### src/verilog/soc_bus_pkg.sv
//----------------------------
// wishbone bus types
// address, data and byte select widths shared by the bus,
// the slaves and the testbench
//----------------------------

`default_nettype none

package soc_bus_pkg;

   // byte address as seen on the bus
   typedef logic [31:0] wb_adr_t;

   // one bus data word
   typedef logic [31:0] wb_dat_t;

   // one select bit per byte lane
   typedef logic [3:0] wb_sel_t;

endpackage : soc_bus_pkg

`default_nettype wire

### src/verilog/soc_periph_pkg.sv
//----------------------------
// peripheral address map
// region codes plus timer register layout and control bits
//----------------------------

`default_nettype none

package soc_periph_pkg;

   // ------------------------------
   // address map
   // ------------------------------

   // upper 16 address bits pick the region
   typedef logic [15:0] region_t;

   localparam region_t BRAM_REGION  = 16'h0000;
   localparam region_t TIMER_REGION = 16'hF001;

   // ------------------------------
   // timer registers
   // ------------------------------

   // word offsets inside one channel
   localparam int unsigned TMR_CTRL    = 0;
   localparam int unsigned TMR_COMPARE = 1;
   localparam int unsigned TMR_COUNTER = 2;

   // words from one channel to the next
   localparam int unsigned TMR_CH_STRIDE = 4;

   // control register bits
   // TR is sticky, cleared by writing 1
   localparam int unsigned TMR_TR_BIT    = 0;
   localparam int unsigned TMR_EN_BIT    = 1;
   localparam int unsigned TMR_AR_BIT    = 2;
   localparam int unsigned TMR_IRQEN_BIT = 3;

endpackage : soc_periph_pkg

`default_nettype wire

### src/verilog/wb_decoder.sv
//----------------------------
// wishbone address decoder
// routes stb to ram or timer by region, muxes the response
// and answers unmapped accesses itself
//----------------------------

`timescale 1ns/1ps
`default_nettype none

module wb_decoder
   import soc_bus_pkg::*;
   import soc_periph_pkg::*;
(
   input  wire     clk,
   input  wire     rst_n_i,
   // master side
   input  wb_adr_t wb_adr_i,
   input  wire     wb_cyc_i,
   input  wire     wb_stb_i,
   output wb_dat_t wb_dat_o,
   output logic    wb_ack_o,
   // block ram
   output logic    bram_stb_o,
   input  wb_dat_t bram_dat_i,
   input  wire     bram_ack_i,
   // timer
   output logic    tmr_stb_o,
   input  wb_dat_t tmr_dat_i,
   input  wire     tmr_ack_i
);

   region_t region;
   logic    bus_req;
   logic    bram_hit;
   logic    tmr_hit;
   logic    def_hit;
   logic    def_ack_q;

   // ------------------------------
   // region select
   // ------------------------------

   assign region   = wb_adr_i[31:16];
   assign bus_req  = wb_cyc_i & wb_stb_i;
   assign bram_hit = (region == BRAM_REGION);
   assign tmr_hit  = (region == TIMER_REGION);
   // nothing mapped here
   assign def_hit  = ~bram_hit & ~tmr_hit;

   // exactly one strobe at a time
   assign bram_stb_o = bus_req & bram_hit;
   assign tmr_stb_o  = bus_req & tmr_hit;

   // ------------------------------
   // default slave
   // ------------------------------

   // one ack per strobe, no side effects
   always_ff @(posedge clk or negedge rst_n_i) begin
      if (!rst_n_i) begin
         def_ack_q <= 1'b0;
      end else begin
         def_ack_q <= bus_req & def_hit & ~def_ack_q;
      end
   end

   // ------------------------------
   // response mux
   // ------------------------------

   // only the addressed slave can ack
   assign wb_ack_o = bram_ack_i | tmr_ack_i | def_ack_q;

   // address is held until ack, so region still picks the source
   always_comb begin
      if (bram_hit) begin
         wb_dat_o = bram_dat_i;
      end else if (tmr_hit) begin
         wb_dat_o = tmr_dat_i;
      end else begin
         // unmapped reads return zero
         wb_dat_o = '0;
      end
   end

endmodule : wb_decoder

`default_nettype wire

### config.mk
export PLATFORM = sky130hd
export DESIGN_NAME = wb_decoder
export DESIGN_NICKNAME = d
export VERILOG_FILES = /design/src/verilog/soc_bus_pkg.sv /design/src/verilog/soc_periph_pkg.sv /design/src/verilog/wb_decoder.sv
export SDC_FILE = /design/constraint.sdc
export NUM_CORES = 1
export LEC_CHECK = 0
export BUFFER_PORTS_ARGS = -buffer_cell sky130_fd_sc_hd__buf_2
export CAP_MARGIN = 20
export CELL_PAD_IN_SITES_DETAIL_PLACEMENT = 0
export CELL_PAD_IN_SITES_GLOBAL_PLACEMENT = 1
export CORE_MARGIN = 5
export CORE_UTILIZATION = 15
export CTS_CLUSTER_SIZE = 8
export DETAILED_ROUTE_END_ITERATION = 6
export HOLD_SLACK_MARGIN = 0.08
export PLACE_DENSITY_LB_ADDON = 0.1
export SLEW_MARGIN = 40
export SYNTH_ARGS = -nofsm -noshare
export SYNTH_HDL_FRONTEND = slang
export SYNTH_SLANG_ARGS = --single-unit
export TNS_END_PERCENT = 10
### constraint.sdc
create_clock -name clk -period 1.9 [get_ports clk]
set_input_delay 0.095 -clock clk [delete_from_list [all_inputs] [get_ports clk]]
set_output_delay 0.095 -clock clk [all_outputs]
set_load 0.005 [all_outputs]
==> impl_metrics.yaml <==
final_layout:
  largestRegisters: "def_ack_q (1)"
  antenna_cells: 0
  finalNetCount: 346
  largest_register_ffs: 1
  nFillCells: 601
  regMostFlops: "def_ack_q"
  drive_above_1_share_pct: 54.13
  area_growth_pct: 83.07
placement:
  pre_cts_slack_ps: 156.5
  io_buffers: 120
  gp_congestion: 0.7164
  dp_hpwl_um: 3298
worst_setup_path:
  critPathRequiredTime_ps: 1800
  r2r_start: "def_ack_q$_DFF_PN0_"
  r2r_cells: 2
  slowest_delay_ps: 530
  path_class: "primary input to output port"
  crit_top_cell: "buf_2"
  crit_chain: "buf_2 > or4_4 > or2_1 > buf_4 > o32ai_1 > buf_2"
  startpoint_type: "primary input"
  crit_family: "simple AND/OR/NAND/NOR gates"
  crit_fanout: 11
  timing.rr.end: "def_ack_q$_DFF_PN0_"
  path_buf_inv: 3
  critPathCaptureType: "output port"
  slowest_stage: "or4_4"
  r2r_slack_ps: 1250
  crit_arrival_ps: 1650
grt:
  grt_max_degree: 33
  grt_pass1_wl_um: 7051
  grt_overflow: 0
  grt.busiest_layer: "met2"
  antenna_found_initial: 0
  met3_usage_pct: 1.386
  grt_util_met2_pct: 22.52
  use_met1_pct: 14.39
  grt_usage_pct: 11.62
  grt_pass1_vias: 1468
floorplan:
  start_util_pct: 15.53
  coreArea_mm2: 0.005140
  die_area_mm2: 0.006881
  die-width_um: 82.95
  ios: 137
  rows: 26
  die_h_um: 82.95
synthesis:
  yosysSeqAreaShare_pct: 3.135
  syn_inst: 128
  ys_warn_count: 0
  postSynthAreaPerCell_um2: 6.236
  synth_area_um2: 798.3
  syn_nets: 230
  yosysUniqueCellTypes: 21
  ys_ff_latch: 1
route:
  vias: 1380
  drtPass1Iterations: 4
  routedWlPerCell_um: 13.57
  ant_nets: 0
  vias_per_cell: 4.423
  first_iter_violations: 24
  routed_wl_um: 4234
  drc: 0
timing:
  setup_viol: 0
  fmax_mhz: 573.7
  slew_headroom_pct: 73.96
  rsz0062_at_grt: "no"
  slew_viol_final: 0
  fin_crit_ps: 1743
  hold_viol: 0
  setup_tns_ps: 0
  worst_pin_slew_ps: 387.0
  post-route-period-util_pct: 91.74
  hold_slack_ps: 414.2
  fin_worst_skew_ps: 0
  postLayoutSetupSlackWorst_ps: 157.0
pwr:
  p_leak_uw: 0.0008504
  finalPower_uw: 172.6
  peakVddDrop_mv: 0.05416
  cellPowerDensity_mw_per_mm2: 118.1
clocking:
  clkTransAtPathRegs_ps: 0
  cts_setup_buffers: 0
  postCtsHoldBufs: 1
  post_cts_resized: 0
  insertion_delay_ps: 0
status:
  status: "complete, no violations"
hold_path:
  min_path_type: "primary input to async pin"
run:
  max_cap_violations: 0
[cell type report]
| cell class | count | area, µm² | area share (%) |
|---|---|---|---|
| inverters | 32 | 120.1 | 8.219 |
| well taps | 70 | 87.58 | 5.993 |
| multi-input cells | 79 | 538.0 | 36.82 |
| repair buffers | 130 | 690.7 | 47.26 |
| flip-flops and latches | 1 | 25.02 | 1.712 |
[per-layer routing]
layer / routed length (µm) / share of wire (%)
met1: 1765 / 42
met4: 0 / 0
met3: 294 / 6.9
met2: 2174 / 51
met5: 0 / 0
[cell families (layout without fill, tap and decap cells)]
group	count (synthesis)	count (layout)	share of synthesized area [%]
compound gates	65	65	56.43
buf+inv	48	162	29.47
simple gates	14	14	10.97
flops	1	1	3.134
[metrics by stage]
step	cells	utilization (%)	cell area, µm²
2_1_floorplan	128	-	798.3
3_3_place_gp	311	28.24	1451
3_5_place_dp	311	28.24	1451
4_1_cts	312	28.43	1461
5_1_grt	312	28.43	1461
6_report	312	28.43	1461
[synth_stat cells (all sizes together)]
| master | n | share of area (%) |
|---|---|---|
| or2 | 1 | 0.78 |
| clkbuf | 9 | 4.2 |
| o32ai | 32 | 35 |
| nor3 | 2 | 1.3 |
| o21ai | 32 | 20 |
| nand2 | 1 | 0.47 |
| and4 | 1 | 1.3 |
| nand3 | 1 | 0.63 |
| dfrtp | 1 | 3.1 |
| dlygate4sd1 | 1 | 1.1 |
| or4 | 1 | 1.4 |
| nor4 | 2 | 1.6 |
| buf | 6 | 9.1 |
| nand4 | 1 | 0.78 |
| or3 | 1 | 0.78 |
| o211a | 1 | 1.3 |
| nor2 | 2 | 0.94 |
| inv | 32 | 15 |
| nor4b | 1 | 1.1 |
[report_power, final]
part	total, µW	internal [µW]	leakage (µW)	switching (µW)
clock network	0	0	0	0
registers	23.3	22.8	0.0000131	0.430
logic	149	86.6	0.000837	62.7
total	173	109	0.000850	63.1
[cell usage in the layout (no fill, tap or decap), types with 2 or more instances in the layout]
cell,netlist,routed
buf_2,1,120
inv_1,32,32
o21ai_0,32,32
o32ai_1,32,32
buf_4,0,8
nor4_1,2,2
nor3_1,2,2
nor2_1,2,2
[worst max path at each step]
stage                 startpoint  cells past startpoint            to  slack (ps)
global route        wb_adr_i[28]                      6   wb_dat_o[9]          70
detailed placement  wb_adr_i[28]                      6  wb_dat_o[10]         160
finish              wb_adr_i[28]                      6  wb_dat_o[10]         160
CTS                 wb_adr_i[28]                      6  wb_dat_o[10]         150
floorplan           wb_adr_i[28]                      5  wb_dat_o[23]         390
global placement    wb_adr_i[28]                      6  wb_dat_o[11]         170
No activity file was read; power rests on OpenSTA's default activity.
