--- src/verilog/soc_bus_pkg.sv ---
//----------------------------
// wishbone bus types
// address, data and byte select widths shared by the bus,
// the slaves and the testbench
//----------------------------

`default_nettype none

package soc_bus_pkg;

   // byte address as seen on the bus
   typedef logic [31:0] wb_adr_t;

   // one bus data word
   typedef logic [31:0] wb_dat_t;

   // one select bit per byte lane
   typedef logic [3:0] wb_sel_t;

endpackage : soc_bus_pkg

`default_nettype wire

--- src/verilog/soc_periph_pkg.sv ---
//----------------------------
// peripheral address map
// region codes plus timer register layout and control bits
//----------------------------

`default_nettype none

package soc_periph_pkg;

   // ------------------------------
   // address map
   // ------------------------------

   // upper 16 address bits pick the region
   typedef logic [15:0] region_t;

   localparam region_t BRAM_REGION  = 16'h0000;
   localparam region_t TIMER_REGION = 16'hF001;

   // ------------------------------
   // timer registers
   // ------------------------------

   // word offsets inside one channel
   localparam int unsigned TMR_CTRL    = 0;
   localparam int unsigned TMR_COMPARE = 1;
   localparam int unsigned TMR_COUNTER = 2;

   // words from one channel to the next
   localparam int unsigned TMR_CH_STRIDE = 4;

   // control register bits
   // TR is sticky, cleared by writing 1
   localparam int unsigned TMR_TR_BIT    = 0;
   localparam int unsigned TMR_EN_BIT    = 1;
   localparam int unsigned TMR_AR_BIT    = 2;
   localparam int unsigned TMR_IRQEN_BIT = 3;

endpackage : soc_periph_pkg

`default_nettype wire

--- src/verilog/wb_timer.sv ---
//----------------------------
// two channel microsecond timer
// compare match with one-shot or auto-reload
// and active low interrupt per channel
//----------------------------

`timescale 1ns/1ps
`default_nettype none

module wb_timer
   import soc_bus_pkg::*;
   import soc_periph_pkg::*;
#(
   parameter int unsigned clk_freq_hz = 50_000_000
) (
   input  wire        clk,
   input  wire        rst_n_i,
   input  wire        stb_i,
   input  wire        we_i,
   input  wb_adr_t    adr_i,
   input  wb_sel_t    sel_i,
   input  wb_dat_t    dat_i,
   output wb_dat_t    dat_o,
   output logic       ack_o,
   output logic [1:0] irq_n_o
);

   localparam int unsigned NUM_CH = 2;
   // clocks per microsecond, at least one
   localparam int unsigned PRESC_DIV =
      (clk_freq_hz >= 1_000_000) ? clk_freq_hz / 1_000_000 : 1;
   localparam int unsigned PRESC_W = (PRESC_DIV > 1) ? $clog2(PRESC_DIV) : 1;

   typedef logic [PRESC_W-1:0] presc_t;
   // control register, TR/EN/AR/IRQEN
   typedef logic [3:0] tmr_ctrl_t;
   // bus word index within the region
   typedef logic [13:0] tmr_word_t;
   typedef enum logic {
      ST_IDLE,
      ST_RUNNING
   } tmr_state_t;

   presc_t      presc_q;
   logic        us_tick;
   tmr_word_t   word_idx;
   tmr_word_t   ch_idx;
   tmr_word_t   reg_ofs;
   logic        acc;
   logic        wr_acc;
   logic        ofs_ctrl;
   logic        ofs_cmp;
   logic        ofs_cnt;
   logic [NUM_CH-1:0] ch_hit;
   logic [NUM_CH-1:0] match;
   logic [NUM_CH-1:0] count;
   tmr_ctrl_t   ctrl_q  [NUM_CH];
   wb_dat_t     cmp_q   [NUM_CH];
   wb_dat_t     cnt_q   [NUM_CH];
   tmr_state_t  state_q [NUM_CH];
   wb_dat_t     rd_val;

   // merge write data into a register under byte selects
   function automatic wb_dat_t merge_bytes(wb_dat_t old_val, wb_dat_t new_val,
                                           wb_sel_t sel);
      wb_dat_t res;
      res = old_val;
      for (int b = 0; b < 4; b++) begin
         if (sel[b]) begin
            res[8*b +: 8] = new_val[8*b +: 8];
         end
      end
      return res;
   endfunction

   // ------------------------------
   // microsecond prescaler
   // ------------------------------

   assign us_tick = (presc_q == presc_t'(PRESC_DIV - 1));

   // free running, shared by both channels
   always_ff @(posedge clk or negedge rst_n_i) begin
      if (!rst_n_i) begin
         presc_q <= '0;
      end else if (us_tick) begin
         presc_q <= '0;
      end else begin
         presc_q <= presc_q + presc_t'(1);
      end
   end

   // ------------------------------
   // register decode
   // ------------------------------

   assign acc      = stb_i & ~ack_o;
   assign wr_acc   = acc & we_i;
   assign word_idx = adr_i[15:2];
   assign ch_idx   = tmr_word_t'(word_idx / TMR_CH_STRIDE);
   assign reg_ofs  = tmr_word_t'(word_idx % TMR_CH_STRIDE);
   assign ofs_ctrl = (reg_ofs == tmr_word_t'(TMR_CTRL));
   assign ofs_cmp  = (reg_ofs == tmr_word_t'(TMR_COMPARE));
   assign ofs_cnt  = (reg_ofs == tmr_word_t'(TMR_COUNTER));

   always_comb begin
      for (int n = 0; n < NUM_CH; n++) begin
         ch_hit[n] = (ch_idx == tmr_word_t'(n));
         // match checked on each tick while running
         match[n]  = (state_q[n] == ST_RUNNING) && ctrl_q[n][TMR_EN_BIT] && us_tick &&
                     (cnt_q[n] >= cmp_q[n]);
         count[n]  = (state_q[n] == ST_RUNNING) && ctrl_q[n][TMR_EN_BIT] && us_tick &&
                     !match[n];
      end
   end

   // ------------------------------
   // channel registers
   // ------------------------------

   always_ff @(posedge clk or negedge rst_n_i) begin
      if (!rst_n_i) begin
         for (int n = 0; n < NUM_CH; n++) begin
            ctrl_q[n]  <= '0;
            cmp_q[n]   <= '0;
            cnt_q[n]   <= '0;
            state_q[n] <= ST_IDLE;
         end
      end else begin
         for (int n = 0; n < NUM_CH; n++) begin
            // bus write to control, TR is write-one-to-clear
            if (wr_acc && ch_hit[n] && ofs_ctrl && sel_i[0]) begin
               ctrl_q[n][TMR_EN_BIT]    <= dat_i[TMR_EN_BIT];
               ctrl_q[n][TMR_AR_BIT]    <= dat_i[TMR_AR_BIT];
               ctrl_q[n][TMR_IRQEN_BIT] <= dat_i[TMR_IRQEN_BIT];
               if (dat_i[TMR_TR_BIT]) begin
                  ctrl_q[n][TMR_TR_BIT] <= 1'b0;
               end
            end
            // match comes last so its set beats a clear
            if (match[n]) begin
               ctrl_q[n][TMR_TR_BIT] <= 1'b1;
               if (!ctrl_q[n][TMR_AR_BIT]) begin
                  ctrl_q[n][TMR_EN_BIT] <= 1'b0;
               end
            end

            // counter: reload, hold or step
            if (match[n]) begin
               cnt_q[n] <= ctrl_q[n][TMR_AR_BIT] ? '0 : cmp_q[n];
            end else if (count[n]) begin
               cnt_q[n] <= cnt_q[n] + 32'd1;
            end
            if (wr_acc && ch_hit[n] && ofs_cnt) begin
               cnt_q[n] <= merge_bytes(cnt_q[n], dat_i, sel_i);
            end

            if (wr_acc && ch_hit[n] && ofs_cmp) begin
               cmp_q[n] <= merge_bytes(cmp_q[n], dat_i, sel_i);
            end

            // run state follows EN, one-shot match stops it
            case (state_q[n])
               ST_IDLE: begin
                  if (ctrl_q[n][TMR_EN_BIT]) begin
                     state_q[n] <= ST_RUNNING;
                  end
               end
               ST_RUNNING: begin
                  if (!ctrl_q[n][TMR_EN_BIT] ||
                      (match[n] && !ctrl_q[n][TMR_AR_BIT])) begin
                     state_q[n] <= ST_IDLE;
                  end
               end
               default: begin
                  state_q[n] <= ST_IDLE;
               end
            endcase
         end
      end
   end

   // ------------------------------
   // read path and handshake
   // ------------------------------

   always_comb begin
      rd_val = '0;
      for (int n = 0; n < NUM_CH; n++) begin
         if (ch_hit[n]) begin
            if (ofs_ctrl) begin
               rd_val = {28'd0, ctrl_q[n]};
            end else if (ofs_cmp) begin
               rd_val = cmp_q[n];
            end else if (ofs_cnt) begin
               rd_val = cnt_q[n];
            end
         end
      end
   end

   always_ff @(posedge clk or negedge rst_n_i) begin
      if (!rst_n_i) begin
         ack_o <= 1'b0;
      end else begin
         ack_o <= acc;
      end
   end

   // read data registered alongside ack
   always_ff @(posedge clk) begin
      if (acc) begin
         dat_o <= rd_val;
      end
   end

   // low while flag and enable are both set
   always_comb begin
      for (int n = 0; n < NUM_CH; n++) begin
         irq_n_o[n] = ~(ctrl_q[n][TMR_TR_BIT] & ctrl_q[n][TMR_IRQEN_BIT]);
      end
   end

endmodule : wb_timer

`default_nettype wire

--- config.mk ---
export PLATFORM = sky130hd
export DESIGN_NAME = wb_timer
export DESIGN_NICKNAME = d
export VERILOG_FILES = /design/src/verilog/soc_bus_pkg.sv /design/src/verilog/soc_periph_pkg.sv /design/src/verilog/wb_timer.sv
export SDC_FILE = /design/constraint.sdc
export NUM_CORES = 1
export LEC_CHECK = 0
export ABC_AREA = 1
export BUFFER_PORTS_ARGS = -buffer_cell sky130_fd_sc_hd__clkbuf_2
export CAP_MARGIN = 40
export CORE_MARGIN = 5
export CORE_UTILIZATION = 56
export DETAILED_ROUTE_END_ITERATION = 12
export GPL_TIMING_DRIVEN = 0
export PLACE_DENSITY = 0.81
export SYNTH_ARGS = -nofsm -noshare
export SYNTH_HDL_FRONTEND = slang
export SYNTH_SLANG_ARGS = --single-unit
--- constraint.sdc ---
create_clock -name clk -period 3.55 [get_ports clk]
set_input_delay 0.1775 -clock clk [delete_from_list [all_inputs] [get_ports clk]]
set_output_delay 0.1775 -clock clk [all_outputs]
set_load 0.01 [all_outputs]
==> impl_summary.log <==
INFO  metric cp_cell_sequence = ha_1 > nand2_1 > nor2_1 > nand2_1 > nor2_1 > nor2_1 > nand2_1 > nand2_1 > nand2_1 > nand2_1 > clkbuf_1 > nand2_1 > nand3_1 > nand2_1 > nand2_1
INFO  metric mappedNetlistNets = 1935
INFO  metric cts-root-to-sink-buffers = 2
INFO  metric total_power_of_the_final_layout = ~4300 uW
INFO  metric synth_largest_area_cell = sky130_fd_sc_hd__dfrtp_1
INFO  metric vias = 13285
INFO  metric result_of_the_run = completed
INFO  metric root_buffer = sky130_fd_sc_hd__clkbuf_16
INFO  metric grt_setup_unrepaired = false
INFO  metric drive_above_1_share = 0.105
INFO  metric fin_setup_tns = 0 ps
INFO  metric main_combinational_cell_family_by_area_after_synthesis = simple AND/OR/NAND/NOR gates
INFO  metric synth_xor_xnor_area_share = 0.0426
INFO  metric path_delay_family = simple AND/OR/NAND/NOR gates
INFO  metric fp-row-count = 55
INFO  metric synth_compound_area_frac = 0.127
INFO  metric post_synth_num_cell_types = 48
INFO  metric most-common-layout-cells = 532 x sky130_fd_sc_hd__nand2_1, 195 x sky130_fd_sc_hd__inv_1, 159 x sky130_fd_sc_hd__nor2_1
INFO  metric timing.max_slew.rel_slack = 0.490
INFO  metric placed_area = 13600 um^2
INFO  metric timing.final.setup_violations = 0
INFO  metric setup_slack = 708 ps
INFO  metric critical_path_arrival = 3180 ps
INFO  metric fp.dieW = 161 um
INFO  metric routed_wire_length_per_instance = approximately 20 um
INFO  metric antenna_found_initial = 0
INFO  metric synth-adder-area-share = 0.0668
INFO  metric dieHeight = 161 um
INFO  metric finish.net_count = 2046
INFO  metric drc = 0
INFO  metric synthCells = approximately 1800
INFO  metric dr.pass1.iters = 6
INFO  metric cp_slowest_stage_delay = 480 ps
INFO  metric drt.antenna.violating_nets = 0
INFO  metric grt.met3_usage = 0.0608
INFO  metric post-dp-hpwl = 34.1 mm
INFO  metric synth-seq-cells = ~180
INFO  metric dpl_worst_slack = between 700 and 800 ps
INFO  metric ir_worst_vdd = approximately 0.00024 V
INFO  metric yosys_warnings = 0
INFO  metric mostFrequentLayoutCell = sky130_fd_sc_hd__nand2_1
INFO  metric cts_num_sinks = approximately 180
INFO  metric synth.area.top_cells = sky130_fd_sc_hd__dfrtp_1 28%, sky130_fd_sc_hd__nand2_1 16%, sky130_fd_sc_hd__edfxtp_1 7.5%, sky130_fd_sc_hd__ha_1 6.7%, sky130_fd_sc_hd__nand3_1 5.9%
INFO  metric design.portCount = between 100 and 150
INFO  metric floorplan.initialDensity = 0.566
INFO  metric synth_async_sr_flop_share = 0.819
INFO  metric final_min_period_over_clock_period = 0.800
INFO  metric fin_hold_ws = roughly 90 ps
INFO  metric yosys.area_share.simple = 0.316
INFO  metric groute.layer.met2.usage = 0.549
INFO  metric wire_length_of_the_first_global_routing_pass = 68.8 mm
INFO  metric post_synth_edffs = 32
INFO  metric finalClockSkew = approximately 12 ps
INFO  metric global_route.peak_usage_layer = met2
INFO  metric fin_area = 14200 um^2
INFO  metric setup.worst_path.start_class = register
INFO  metric track_usage = 0.340
INFO  metric synth.avg_cell_area = just over 7 um^2
INFO  metric power_density = 302 nW/um^2
INFO  metric synth.mux.area_fraction = 0
INFO  metric clk_pin_slew = 80 ps
INFO  metric drt_wl_total = 44.4 mm
INFO  metric yosys.area.top_type_share = 0.285
INFO  metric timing.hold.worst.class = in -> reg
INFO  metric hold_violations = 0
INFO  metric tightest_slew = 765 ps
INFO  metric antennaDiodeCount = 0
INFO  metric worstSkewPairLatency = 450 ps
INFO  metric fp.dieArea = 25900 um^2
INFO  metric cts_htree_levels = 4
INFO  metric cts-resized-gates = 0
INFO  metric wp_data_required = 3880 ps
INFO  metric drt_first_iter_violations = between 1500 and 2000
INFO  metric crit_path_top_delay_cell = sky130_fd_sc_hd__dfrtp_1
INFO  metric buffer_ports.inserted = 88
INFO  metric cts_tree = done
INFO  metric area.growth.synth_to_final = 11.5%
INFO  metric mappedNetlistArea = 12700 um^2
INFO  metric worstPathMaxFanout = 10
INFO  metric cpMostUsedCell = sky130_fd_sc_hd__nand2_1
INFO  metric achievable-frequency = 352 MHz
INFO  metric cp-end-kind = register
INFO  metric globalRoute.totalOverflow = 0
INFO  metric grt_max_degree = 77
INFO  metric fin_crit = roughly 2800 ps
INFO  metric numCtsBuffers = 17
INFO  metric area_inside_the_core_boundary = 22500 um^2
INFO  metric final_count_of_pins_violating_max_slew = 0
INFO  metric fillCellCount = 1995
INFO  metric leakage = 0.00710 uW
INFO  metric ys_dominant_reg_cell = sky130_fd_sc_hd__dfrtp_1
INFO  metric critPathKind = reg -> reg
INFO  metric via_count_of_the_first_global_routing_pass = around 12000
INFO  metric gp_congestion = 1.00
INFO  metric post_drt_via_cell_ratio = 6.03
INFO  metric ys_seq_area_frac = 0.360
INFO  metric groute.layer.met1.usage = 0.444
INFO  metric cp_num_buf_inv = 1
INFO  metric max_cap_viol_count = 0
[logic make-up after synthesis]
| logic type | Yosys count |
|---|---|
| AO/OA/AOI/OAI | 279 |
| XOR/XNOR | 62 |
| adder cells (fa/ha/maj) | 68 |
| buffers and inverters | 276 |
| flip-flops | 177 |
| AND/OR/NAND/NOR | 933 |
[worst min-delay path, stage by stage]
cell                       delay, ps
sky130_fd_sc_hd__clkbuf_2         70
sky130_fd_sc_hd__inv_1            90
sky130_fd_sc_hd__o21ai_1         150
[final cells by class]
class | count | area, um^2 | area share
multi-input cells | 1342 | 7050 | 0.496
flip-flops and latches | 177 | 4590 | 0.323
inverters | 206 | 774 | 0.0545
repair buffers | 92 | 517 | 0.0364
clock buffers | 20 | 479 | 0.0337
well taps | 285 | 357 | 0.0251
plain buffers | 70 | 332 | 0.0233
clock inverters | 12 | 109 | 0.00766
[synthesized netlist by cell type, types with 2 or more instances]
cell type and n:
sky130_fd_sc_hd__xnor2_1 5, sky130_fd_sc_hd__o21ai_0 106, sky130_fd_sc_hd__a21o_1 4, sky130_fd_sc_hd__nor4_1 2
sky130_fd_sc_hd__o22ai_1 35, sky130_fd_sc_hd__a21oi_2 7, sky130_fd_sc_hd__clkbuf_1 33, sky130_fd_sc_hd__clkinv_1 3
sky130_fd_sc_hd__ha_1 68, sky130_fd_sc_hd__nor3_1 30, sky130_fd_sc_hd__edfxtp_1 32, sky130_fd_sc_hd__buf_1 9
sky130_fd_sc_hd__buf_6 5, sky130_fd_sc_hd__nand2_1 532, sky130_fd_sc_hd__inv_2 7, sky130_fd_sc_hd__nand2_2 5
sky130_fd_sc_hd__a22o_1 21, sky130_fd_sc_hd__a221oi_1 5, sky130_fd_sc_hd__a31oi_1 2, sky130_fd_sc_hd__nor2_1 159
sky130_fd_sc_hd__dfrtp_1 145, sky130_fd_sc_hd__a32o_1 3, sky130_fd_sc_hd__nor2_4 11, sky130_fd_sc_hd__inv_1 195
sky130_fd_sc_hd__nand2_4 2, sky130_fd_sc_hd__nor2_2 8, sky130_fd_sc_hd__a21oi_4 2, sky130_fd_sc_hd__nand3_1 149
sky130_fd_sc_hd__buf_2 21, sky130_fd_sc_hd__o21a_1 2, sky130_fd_sc_hd__o21ai_1 9, sky130_fd_sc_hd__nand3_2 3
sky130_fd_sc_hd__a21oi_1 82, sky130_fd_sc_hd__xor2_1 57, sky130_fd_sc_hd__and3_1 2, sky130_fd_sc_hd__nand4_1 22
[worst paths after layout]
path / startpoint / end / slack [ps] / cells past startpoint
max: cnt_q[47] / cnt_q[48] / 710 / 15
min: dat_i[31] / cmp_q[31] / 90 / 3
max reg2reg: cnt_q[47] / cnt_q[48] / 710 / 15
min reg2reg: cmp_q[39] / cmp_q[39] / 480 / 2
max in group asynchronous: rst_n_i / cnt_q[52] / 2440 / 3
min in group asynchronous: rst_n_i / cmp_q[4] / 270 / 2
[routing by layer]
layer,part of all wire,up-vias
li1,-,6102
met2,0.46,823
met4,0.054,0
met3,0.094,172
met5,0,-
met1,0.39,6188
[per-stage QoR]
step / util / cells
after floorplan: - / 1795
after global placement: 0.602 / 2168
after detailed placement: 0.604 / 2170
after CTS: 0.631 / 2204
after global routing: 0.631 / 2204
final: 0.631 / 2204
[power breakdown]
part / internal [uW] / switching (uW) / leakage (uW)
registers: 2080 / 7.68 / 0.00232
logic: 57.1 / 185 / 0.00450
clock network: 1010 / 951 / 0.000286
[sequential cells by signal (all words and copies together), names as in the netlist]
| signal | cells |
|---|---|
| cnt_q | 64 |
| ack_o | 1 |
| presc_q | 6 |
| ctrl_q | 8 |
| state_q | 2 |
| cmp_q | 64 |
| dat_o | 32 |
[repair_timing]
action                                 in CTS  in global routing
setup buffers                               0                  0
hold buffers                                2                  0
endpoints found under the hold margin      70                  0
Note: power is estimated with default switching activity, not from simulation.
